`config.mk`:
```
export PLATFORM = sky130hd
export DESIGN_NAME = mul_unit
export DESIGN_NICKNAME = d
export VERILOG_FILES = /design/src/logic/ooo_pkg.sv /design/src/logic/mul_unit.sv
export SDC_FILE = /design/constraint.sdc
export NUM_CORES = 1
export LEC_CHECK = 0
export ABC_AREA = 1
export ABC_CLOCK_PERIOD_IN_PS = 6200
export BUFFER_PORTS_ARGS = -buffer_cell sky130_fd_sc_hd__buf_2
export CAP_MARGIN = 5
export CORE_MARGIN = 3
export CORE_UTILIZATION = 58
export DETAILED_ROUTE_END_ITERATION = 8
export PLACE_DENSITY_LB_ADDON = 0.25
export SLEW_MARGIN = 0
export SYNTH_ARGS = -nofsm -noshare
export SYNTH_HDL_FRONTEND = slang
export SYNTH_SLANG_ARGS = --single-unit
```
`constraint.sdc`:
```
create_clock -name clk_100mhz -period 6.2 [get_ports clk_100mhz]
set_input_delay 0.93 -clock clk_100mhz [delete_from_list [all_inputs] [get_ports clk_100mhz]]
set_output_delay 0.93 -clock clk_100mhz [all_outputs]
set_load 0.01 [all_outputs]
```
`src/logic/ooo_pkg.sv`:
```
package ooo_pkg;

  localparam int XLEN = 32;
  localparam int NUM_REGS = 32; // x0 reads as zero
  localparam int ROB_DEPTH = 8;
  localparam int IMM_W = 28;
  localparam int REG_IDX_W = $clog2(NUM_REGS);
  localparam int ROB_TAG_W = $clog2(ROB_DEPTH);

  typedef logic [REG_IDX_W-1:0] reg_idx_t;
  typedef logic [ROB_TAG_W-1:0] rob_tag_t;
  typedef logic [XLEN-1:0] word_t;

  // MUL goes to the multiply station, everything else to the ALU
  typedef enum logic [3:0] {
    ADD  = 4'd0,
    SUB  = 4'd1,
    AND  = 4'd2,
    OR   = 4'd3,
    XOR  = 4'd4,
    SLL  = 4'd5,
    SRL  = 4'd6,
    SRA  = 4'd7,
    SLT  = 4'd8,
    SLTU = 4'd9,
    MUL  = 4'd10
  } alu_op_e;

  typedef struct packed {
    alu_op_e op;
    reg_idx_t rd;
    reg_idx_t rs1;
    reg_idx_t rs2;
    logic use_imm;
    logic [IMM_W-1:0] imm; // sign-extended at issue
  } uop_t;

  typedef struct packed {
    logic ready;
    rob_tag_t tag;   // producer, meaningful while not ready
    word_t value;
  } operand_t;

  typedef struct packed {
    alu_op_e op;
    operand_t src1;
    operand_t src2;
    rob_tag_t dest;
  } rs_entry_t;

  typedef struct packed {
    logic valid;
    rob_tag_t tag;
    word_t value;
  } cdb_t;

  typedef struct packed {
    logic valid;
    rob_tag_t tag;
    word_t value;
  } fu_result_t;

endpackage

```
`src/logic/mul_unit.sv`:
```
`timescale 1ns/1ps

module mul_unit (
  input  logic clk_100mhz,
  input  logic sys_rst,
  input  logic i_valid,
  input  ooo_pkg::rs_entry_t i_entry,
  input  logic i_taken,
  output logic o_busy,
  output ooo_pkg::fu_result_t o_result
);
  import ooo_pkg::*;

  typedef struct packed {
    logic valid;
    rob_tag_t tag;
    word_t part_lo; // a * b[15:0]
    word_t part_hi; // a * b[31:16]
  } mul_part_t;

  word_t a;
  word_t b;
  mul_part_t s1;
  fu_result_t s2;
  fu_result_t s3; // output stage
  logic advance;

  assign a = i_entry.src1.value;
  assign b = i_entry.src2.value;

  assign advance = !s3.valid || i_taken;
  assign o_busy = !advance;
  assign o_result = s3;

  always_ff @(posedge clk_100mhz) begin
    if (sys_rst) begin
      s1.valid <= 1'b0;
      s2.valid <= 1'b0;
      s3.valid <= 1'b0;
    end else if (advance) begin
      s1.valid <= i_valid;
      s1.tag <= i_entry.dest;
      s1.part_lo <= a * {16'h0, b[15:0]};
      s1.part_hi <= a * {16'h0, b[31:16]};
      s2.valid <= s1.valid;
      s2.tag <= s1.tag;
      s2.value <= s1.part_lo + {s1.part_hi[15:0], 16'h0}; // low 32 bits only
      s3 <= s2;
    end
  end

endmodule

```
==> results.json, run 1 <==
{
  "netlist_area_um2": 20900,
  "dpl.hpwl_um": 41100,
  "drtAntennaViolNets": 0,
  "setup_viol_count_final": 0,
  "ys.flop_type": "edfxtp_1",
  "numCtsBuffers": 17,
  "routabilityCongestion": 0.906,
  "core_um2": 35100,
  "crit_chain": "buf_2, buf_12, buf_12, nand2_1, inv_1, fa_1, inv_1, fa_1, inv_1, fa_1, inv_1, fa_1, inv_1, fa_1, inv_1, fa_1, inv_1, ha_1, a21o_1, a221oi_1, nand3_1, nand3_1, nand2_1",
  "busiest_layer": "met2",
  "rsz0062_at_grt": "no",
  "worst_path_most_repeated_cell": "inv_1",
  "viasPerCell": 5.13,
  "synth-seq-area-share_pct": 17.7,
  "cp_max_fo": 10,
  "final_max_slew_viol_count": 0,
  "grt_util_met2_pct": 45.9,
  "wl_per_cell_um": 15.3,
  "setup.worst_path.start": "i_entry[13]",
  "wl_um": 48600,
  "drtIter0Drc": 1068,
  "synth_fp_nets": 3125,
  "pre_cts_ws_ps": -214,
  "status": "complete, no violations",
  "yosys_register_bits": 124,
  "maxSlewHeadroom_pct": 36.1,
  "nNetsFinal": 3305,
  "yosys_warnings": 0,
  "hold_viol": 0,
  "cts_root_buf": "clkbuf_16",
  "synth_edf_count": 121,
  "cts.sinks": 124,
  "io_pins": 120,
  "antenna_found_initial": 0,
  "tns_ps": 0,
  "critPathRequiredTime_ps": 6340,
  "min_from": "s2[19]$_DFFE_PP_",
  "critPathKind": "in -> reg",
  "grt_use_total_pct": 26.4,
  "drv_cap": 0,
  "hold_class": "reg -> reg",
  "cts_tree": "done",
  "portBuffers": 107,
  "grt_start_max_net_pins": 47,
  "syn_avg_cell_area_um2": 8.26,
  "r2r-start": "o_result[35]$_SDFFE_PP0N_",
  "grt-ovfl-total": 0,
  "skew_ps": 11.3,
  "dp_cells": 3144,
  "clk_pin_slew_ps": 60,
  "clock_latency_ps": 400,
  "diodes": 0,
  "tightestPinTransition_ps": 957,
  "start_kind": "input port",
  "die_y_um": 196,
  "use_met3_pct": 3.28,
  "cts-htree-levels": 4,
  "syn_to_final_growth_pct": 12.4,
  "async_flop_share_pct": 0,
  "final_common_cell": "inv_1",
  "grt_pass1_vias": 17400,
  "drc": 0,
  "fin_crit_sh_pct": 96.4,
  "firstDrtPassIters": 6,
  "die_x_um": 196,
  "drive_gt1_share_pct": 11.5,
  "die_area_um2": 38300,
  "worstPathArrival_ps": 6120,
  "start_util_pct": 59.6,
  "worst_setup_path_end_kind": "flip-flop",
  "num_vias": 16300,
  "grtUsageMet1_pct": 35.1,
  "row_count": 68,
  "synth_cell_types": 45,
  "netlist_instances": 2528,
  "max_freq_mhz": 167,
  "cts.path.max_buffers": 2,
  "final_cell_mix": "750 x inv_1, 721 x nand2_1, 385 x fa_1, 143 x buf_4, 129 x ha_1",
  "cpPeakStageDelay_ps": 540,
  "min_period_ps": 5980,
  "grt_pass1_wl_um": 82300,
  "final_cells": 3176,
  "fin_ws_ps": 220,
  "cp_slowest_cell": "fa_1"
}
==> cell type report <==
type / instances / area (µm²)
clock buffers: 17 / 425
clock inverters: 15 / 141
fillers: 2914 / 11600
inverters: 751 / 2820
multi-input cells: 1551 / 14000
flip-flops and latches: 124 / 3690
well taps: 455 / 569
repair buffers: 263 / 1870
==> final timing paths <==
check / end / slack, ps / cells past startpoint
worst min-delay path: o_result[19]$_DFFE_PP_ / 410 / 0
worst max-delay path: s1[63]$_DFFE_PP_ / 220 / 23
worst max register to register: o_result[1]$_DFFE_PP_ / 4030 / 4
worst min register to register: o_result[19]$_DFFE_PP_ / 410 / 0
==> state kept, by name (all words and copies together) (netlist names) <==
name and count:
s1 52, o_result 36, s2 36
==> cell usage after synthesis, types with 6 or more instances <==
cell type	instances	share of area (%)
nor2_1	47	0.84
nand4_1	8	0.24
inv_1	750	13
ha_1	129	7.7
xor2_1	48	2.0
clkbuf_1	71	1.3
edfxtp_1	121	17
nor3_1	11	0.26
nand2_1	721	13
buf_4	6	0.22
nand3_1	52	1.2
buf_2	9	0.22
xnor2_1	19	0.80
a21oi_1	62	1.5
fa_1	385	37
o21ai_0	19	0.46
buf_1	12	0.22
==> cells by family (layout without fill, tap and decap cells) <==
| kind of cell | after synthesis | count (layout) | synth area share, % |
|---|---|---|---|
| and+or+nand+nor | 857 | 857 | 16.2 |
| buffers and inverters | 853 | 1046 | 15.5 |
| adders and majority gates | 514 | 514 | 44.6 |
| DFF | 124 | 124 | 17.7 |
| AOI/OAI and AO/OA | 112 | 112 | 3.07 |
| xor gates and xnor gates | 68 | 68 | 2.89 |
==> routing by layer <==
metal | part of all wire [%] | vias up
li1 | - | 7607
met1 | 40 | 7960
met2 | 50 | 615
met3 | 7.6 | 105
met4 | 2.7 | 0
met5 | 0 | -
==> worst max-delay path, delay by kind of cell <==
family	cells	cell delay, ps
AND/OR/NAND/NOR	4	390
AO/OA/AOI/OAI	2	540
buffers and inverters	10	890
adder cells (fa/ha/maj)	7	3350
==> what timing repair did <==
item / in CTS / in global routing
setup endpoints to repair: 0 / 6
hold buffers: 0 / 0
gates resized for setup: 0 / 3
buffers inserted: 0 / 0
==> per-stage QoR <==
stage / area, µm² / hold WS (ps) / utilization, %
2_1_floorplan: 20900 / 400 / -
6_report: 23500 / 412 / 67.0
3_3_place_gp: 22900 / 401 / 65.4
4_1_cts: 23500 / 412 / 67.0
3_5_place_dp: 22900 / 405 / 65.4
5_1_grt: 23500 / 415 / 67.0
Power of run 1 is not shown: default switching activity piles up to over one toggle a cycle in this logic, so the estimate is an artifact.
==> run 2: changes to the inputs <==
--- a/config.mk
+++ b/config.mk
@@ -6,11 +6,11 @@
 export NUM_CORES = 1
 export LEC_CHECK = 0
 export ABC_AREA = 1
-export ABC_CLOCK_PERIOD_IN_PS = 6200
+export ABC_CLOCK_PERIOD_IN_PS = 6800
 export BUFFER_PORTS_ARGS = -buffer_cell sky130_fd_sc_hd__buf_2
 export CAP_MARGIN = 5
 export CORE_MARGIN = 3
-export CORE_UTILIZATION = 58
+export CORE_UTILIZATION = 64
 export DETAILED_ROUTE_END_ITERATION = 8
 export PLACE_DENSITY_LB_ADDON = 0.25
 export SLEW_MARGIN = 0
==> constraint.sdc (replaced) <==
create_clock -name clk_100mhz -period 6.8 [get_ports clk_100mhz]
set_input_delay 1.02 -clock clk_100mhz [delete_from_list [all_inputs] [get_ports clk_100mhz]]
set_output_delay 1.02 -clock clk_100mhz [all_outputs]
set_load 0.01 [all_outputs]
==> run 2 against run 1 <==
Effect of this change:
- final cell count shrank 4.4%
- wire length fell by 2.8%
- first-iteration DRC count decreased by 2.2%
- critical endpoint unchanged
- global-route usage up 1.8 points
==> results.json, run 2 (synthesized netlist as in run 1, its figures left out) <==
{
  "cts_root_buf": "clkbuf_16",
  "grt_pass1_vias": 16900,
  "start_kind": "input port",
  "critPathTopFamily": "adder cells",
  "worst_setup_path_end_kind": "flip-flop",
  "dpl.hpwl_um": 37600,
  "tns_ps": 0,
  "clk_pin_slew_ps": 50,
  "routabilityCongestion": 0.901,
  "cts.hold.buffers_added": 0,
  "drc": 0,
  "cts.sinks": 124,
  "path_buf_inv": 6,
  "holdWs_ps": 399,
  "core_um2": 31900,
  "cts_tree": "done",
  "reg2reg_slack_ps": 4210,
  "drive_gt1_share_pct": 7.15,
  "cpPeakStageDelay_ps": 580,
  "critPathRequiredTime_ps": 6970,
  "post-cts-setup-buffer-count": 0,
  "hold_viol": 0,
  "drv_cap": 0,
  "final_cell_mix": "750 x inv_1, 721 x nand2_1, 385 x fa_1, 129 x ha_1, 121 x edfxtp_1",
  "clock_latency_ps": 450,
  "firstDrtPassIters": 5,
  "rsz0062_at_grt": "no",
  "cp_slowest_cell": "fa_1",
  "diodes": 0,
  "syn_to_final_growth_pct": 7.74,
  "start_util_pct": 65.5,
  "antenna_found_initial": 0,
  "rr_endpoint": "o_result[31]$_DFFE_PP_",
  "hold_class": "reg -> reg",
  "critPathKind": "in -> reg",
  "fin_crit_sh_pct": 93.1,
  "io_pins": 120,
  "die_x_um": 187,
  "skew_ps": 14.4,
  "worst_path_most_repeated_cell": "fa_1",
  "wl_um": 47300,
  "final_common_cell": "inv_1",
  "viasPerCell": 5.26,
  "largest_reg_flops": 52,
  "cts.path.max_buffers": 3,
  "max_freq_mhz": 158,
  "r2r-start": "o_result[35]$_SDFFE_PP0N_",
  "cts-htree-levels": 4,
  "grt_pass1_wl_um": 80000,
  "grt-ovfl-total": 0,
  "final_max_slew_viol_count": 0,
  "num_vias": 16000,
  "min_to": "o_result[9]$_DFFE_PP_",
  "min_period_ps": 6330,
  "top_register": "s1",
  "nNetsFinal": 3192,
  "drtIter0Drc": 1045,
  "crit_chain": "buf_2, nand2_1, fa_1, inv_1, fa_1, inv_1, fa_1, inv_1, fa_1, fa_1, inv_1, fa_1, inv_1, ha_1, a21oi_1, o21ai_0, a221oi_1, nand3_1, nand3_1, nand2_1",
  "grt_start_max_net_pins": 76,
  "row_count": 65,
  "die_y_um": 187,
  "maxSlewHeadroom_pct": 22.1,
  "status": "complete, no violations",
  "setup_viol_count_final": 0,
  "min_from": "s2[9]$_DFFE_PP_",
  "drtAntennaViolNets": 0,
  "cp_max_fo": 23,
  "cts-resized-gates": 0,
  "numCtsBuffers": 25,
  "worstHoldPathCells": 0,
  "die_area_um2": 34800,
  "tightestPinTransition_ps": 1170,
  "worstPathArrival_ps": 6490,
  "grt_use_total_pct": 28.2,
  "wl_per_cell_um": 15.6,
  "rr_worst_depth": 4,
  "portBuffers": 107
}
-- run 2: cell types whose count changed in the layout (fill, tap and decap cells not counted), sizes merged --
cell,change
bufinv,-1
clkinv,-4
buf,-119
clkinvlp,-2
inv,-5
clkbuf,+11
-- run 2: layer usage --
metal | GRT usage, % | part of all wire, % | vias to the layer above
met5 | 0 | 0 | -
met4 | 10.6 | 3.6 | 0
met3 | 3.42 | 8.2 | 143
met2 | 48.0 | 49 | 724
met1 | 37.6 | 39 | 7736
li1 | - | - | 7372
-- run 2: cell type report --
cell class	instances	area (µm²)
Clock buffer	30	644
Clock inverter	3	12.5
Fill cell	2538	9370
Inverter	751	2820
Multi-Input combinational cell	1551	14000
Sequential cell	124	3690
Tap cell	435	544
Timing Repair Buffer	142	836
-- run 2: worst max-delay path by stage --
stage,startpoint,to,slack (ps),cells past startpoint
after floorplan,i_taken,o_result[0]$_DFFE_PP_,30,2
after global placement,i_entry[4],s1[63]$_DFFE_PP_,230,19
after detailed placement,i_entry[4],s1[63]$_DFFE_PP_,50,20
after CTS,i_entry[4],s1[63]$_DFFE_PP_,500,20
after global routing,i_entry[4],s1[63]$_DFFE_PP_,270,20
final,i_entry[4],s1[63]$_DFFE_PP_,470,20
-- run 2: stage by stage --
step | utilization, % | instances | instance area [µm²] | setup slack (ps)
final | 70.6 | 3036 | 22500 | 472
after global routing | 70.6 | 3036 | 22500 | 274
after CTS | 70.6 | 3036 | 22500 | 497
after global placement | 68.5 | 3003 | 21900 | 225
after floorplan | - | 2528 | 20900 | 26.2
after detailed placement | 68.5 | 3003 | 21900 | 46.1
Power of run 2 is left out for the same reason.
==> run 3: changes to the inputs <==
--- a/config.mk
+++ b/config.mk
@@ -10,7 +10,7 @@
 export BUFFER_PORTS_ARGS = -buffer_cell sky130_fd_sc_hd__buf_2
 export CAP_MARGIN = 5
 export CORE_MARGIN = 3
-export CORE_UTILIZATION = 64
+export CORE_UTILIZATION = 25
 export DETAILED_ROUTE_END_ITERATION = 8
 export PLACE_DENSITY_LB_ADDON = 0.25
 export SLEW_MARGIN = 0
==> run 3 against run 2 <==
Effect of this change:
- worst hold slack better by 18 ps
- register-to-register slack better by 480 ps
- global-route usage is 15 points lower
- critical path depth is 4 higher
- sequential cell count stayed put
- via count is 4.5% lower
- final area is 5.4% higher
- sequential share of layout area is 0.84 points lower
- critical endpoint unchanged
==> results.json, run 3 (synthesized netlist as in run 1, its figures left out) <==
{
  "top_register": "s1",
  "wl_um": 55800,
  "portBuffers": 107,
  "hold_viol": 0,
  "cts_tree": "done",
  "grt-ovfl-total": 0,
  "final_common_cell": "inv_1",
  "tns_ps": 0,
  "clock_latency_ps": 420,
  "min_period_ps": 6200,
  "worst_setup_path_end_kind": "flip-flop",
  "die_area_um2": 87100,
  "cts-resized-gates": 0,
  "status": "complete, no violations",
  "cp_max_fo": 15,
  "post-cts-setup-buffer-count": 0,
  "wl_per_cell_um": 15.0,
  "start_util_pct": 25.4,
  "cts.hold.buffers_added": 0,
  "final_max_slew_viol_count": 0,
  "antenna_found_initial": 1,
  "die_y_um": 295,
  "cts_root_buf": "clkbuf_16",
  "clk_pin_slew_ps": 50,
  "hold_class": "reg -> reg",
  "crit_chain": "buf_2, buf_4, nand2_1, fa_1, inv_1, fa_1, inv_1, fa_1, fa_1, inv_1, fa_1, inv_1, fa_1, inv_1, ha_1, nand2_1, nor2_1, nand2_1, nor3_1, nand2_1, nand3_1, inv_1, nand2_1, nand2_1",
  "r2r-start": "s1[2]$_DFFE_PP_",
  "worstHoldPathCells": 0,
  "reg2reg_slack_ps": 4690,
  "skew_ps": 5.48,
  "drv_cap": 0,
  "fin_crit_sh_pct": 91.2,
  "critPathRequiredTime_ps": 6960,
  "fillers": 8862,
  "dpl.hpwl_um": 46900,
  "numCtsBuffers": 17,
  "final_cell_mix": "750 x inv_1, 721 x nand2_1, 385 x fa_1, 129 x ha_1, 121 x edfxtp_1",
  "num_vias": 15200,
  "rsz0062_at_grt": "no",
  "cts-htree-levels": 4,
  "viasPerCell": 4.09,
  "start_kind": "input port",
  "die_x_um": 295,
  "min_to": "s2[13]$_DFFE_PP_",
  "routabilityCongestion": 0.833,
  "core_um2": 82400,
  "rr_endpoint": "s2[25]$_DFFE_PP_",
  "drc": 0,
  "setup_viol_count_final": 0,
  "cp_slowest_cell": "fa_1",
  "min_from": "s1[45]$_DFFE_PP_",
  "critPathKind": "in -> reg",
  "tightestPinTransition_ps": 662,
  "grt_pass1_vias": 16200,
  "nNetsFinal": 3241,
  "io_pins": 120,
  "drtAntennaViolNets": 0,
  "worstPathArrival_ps": 6360,
  "cts.sinks": 124,
  "drive_gt1_share_pct": 9.30,
  "cpPeakStageDelay_ps": 570,
  "drtIter0Drc": 698,
  "firstDrtPassIters": 5,
  "max_freq_mhz": 161,
  "rr_worst_depth": 9,
  "syn_to_final_growth_pct": 13.6,
  "maxSlewHeadroom_pct": 55.8,
  "largest_reg_flops": 52,
  "cts.path.max_buffers": 2,
  "grt_use_total_pct": 13.4,
  "row_count": 105,
  "grt_start_max_net_pins": 115,
  "grt_pass1_wl_um": 90800
}
-- run 3: area by class of cell --
class | instances | area, µm² | share of cell area, %
timing repair buffer | 199 | 1310 | 5.54
tap | 1070 | 1340 | 5.64
inverter | 751 | 2820 | 11.9
clock inverter | 14 | 170 | 0.717
multi-input combinational | 1551 | 14000 | 58.8
antenna | 1 | 2.50 | 0.0105
sequential | 124 | 3690 | 15.6
clock buffer | 18 | 429 | 1.81
-- run 3: metal layers --
metal | up-vias | part of all wire, % | track usage [%]
met4 | 0 | 1.4 | 2.86
met5 | - | 0 | 0
met3 | 39 | 3.6 | 1.25
li1 | 7471 | - | -
met1 | 7489 | 47 | 18.6
met2 | 250 | 48 | 22.8
-- run 3: through the flow --
stage          setup WS [ps]  hold WS, ps  area [µm²]  std cells  utilization, %
6_report                 595          417       23700       3728            28.8
5_1_grt                  237          421       23700       3727            28.8
4_1_cts                  606          417       23700       3727            28.8
3_5_place_dp             144          405       23100       3695            28.1
3_3_place_gp             139          402       23100       3695            28.1
2_1_floorplan           26.2          400       20900       2528               -
-- run 3: worst max path at each step --
stage,cells past startpoint,slack [ps],to,start
4_1_cts,24,610,s1[63]$_DFFE_PP_,i_entry[4]
3_3_place_gp,24,140,s1[63]$_DFFE_PP_,i_entry[4]
6_report,24,600,s1[63]$_DFFE_PP_,i_entry[4]
2_1_floorplan,2,30,o_result[0]$_DFFE_PP_,i_taken
3_5_place_dp,21,140,s1[60]$_DFFE_PP_,i_entry[4]
5_1_grt,24,240,s1[63]$_DFFE_PP_,i_entry[4]
-- run 3: worst max-delay path: cells and delay by family --
kind                       cells  cell delay, ps
adders and majority gates      7            3550
and+or+nand+nor                9             850
buffers and inverters          8             960
Power of run 3 is left out for the same reason.
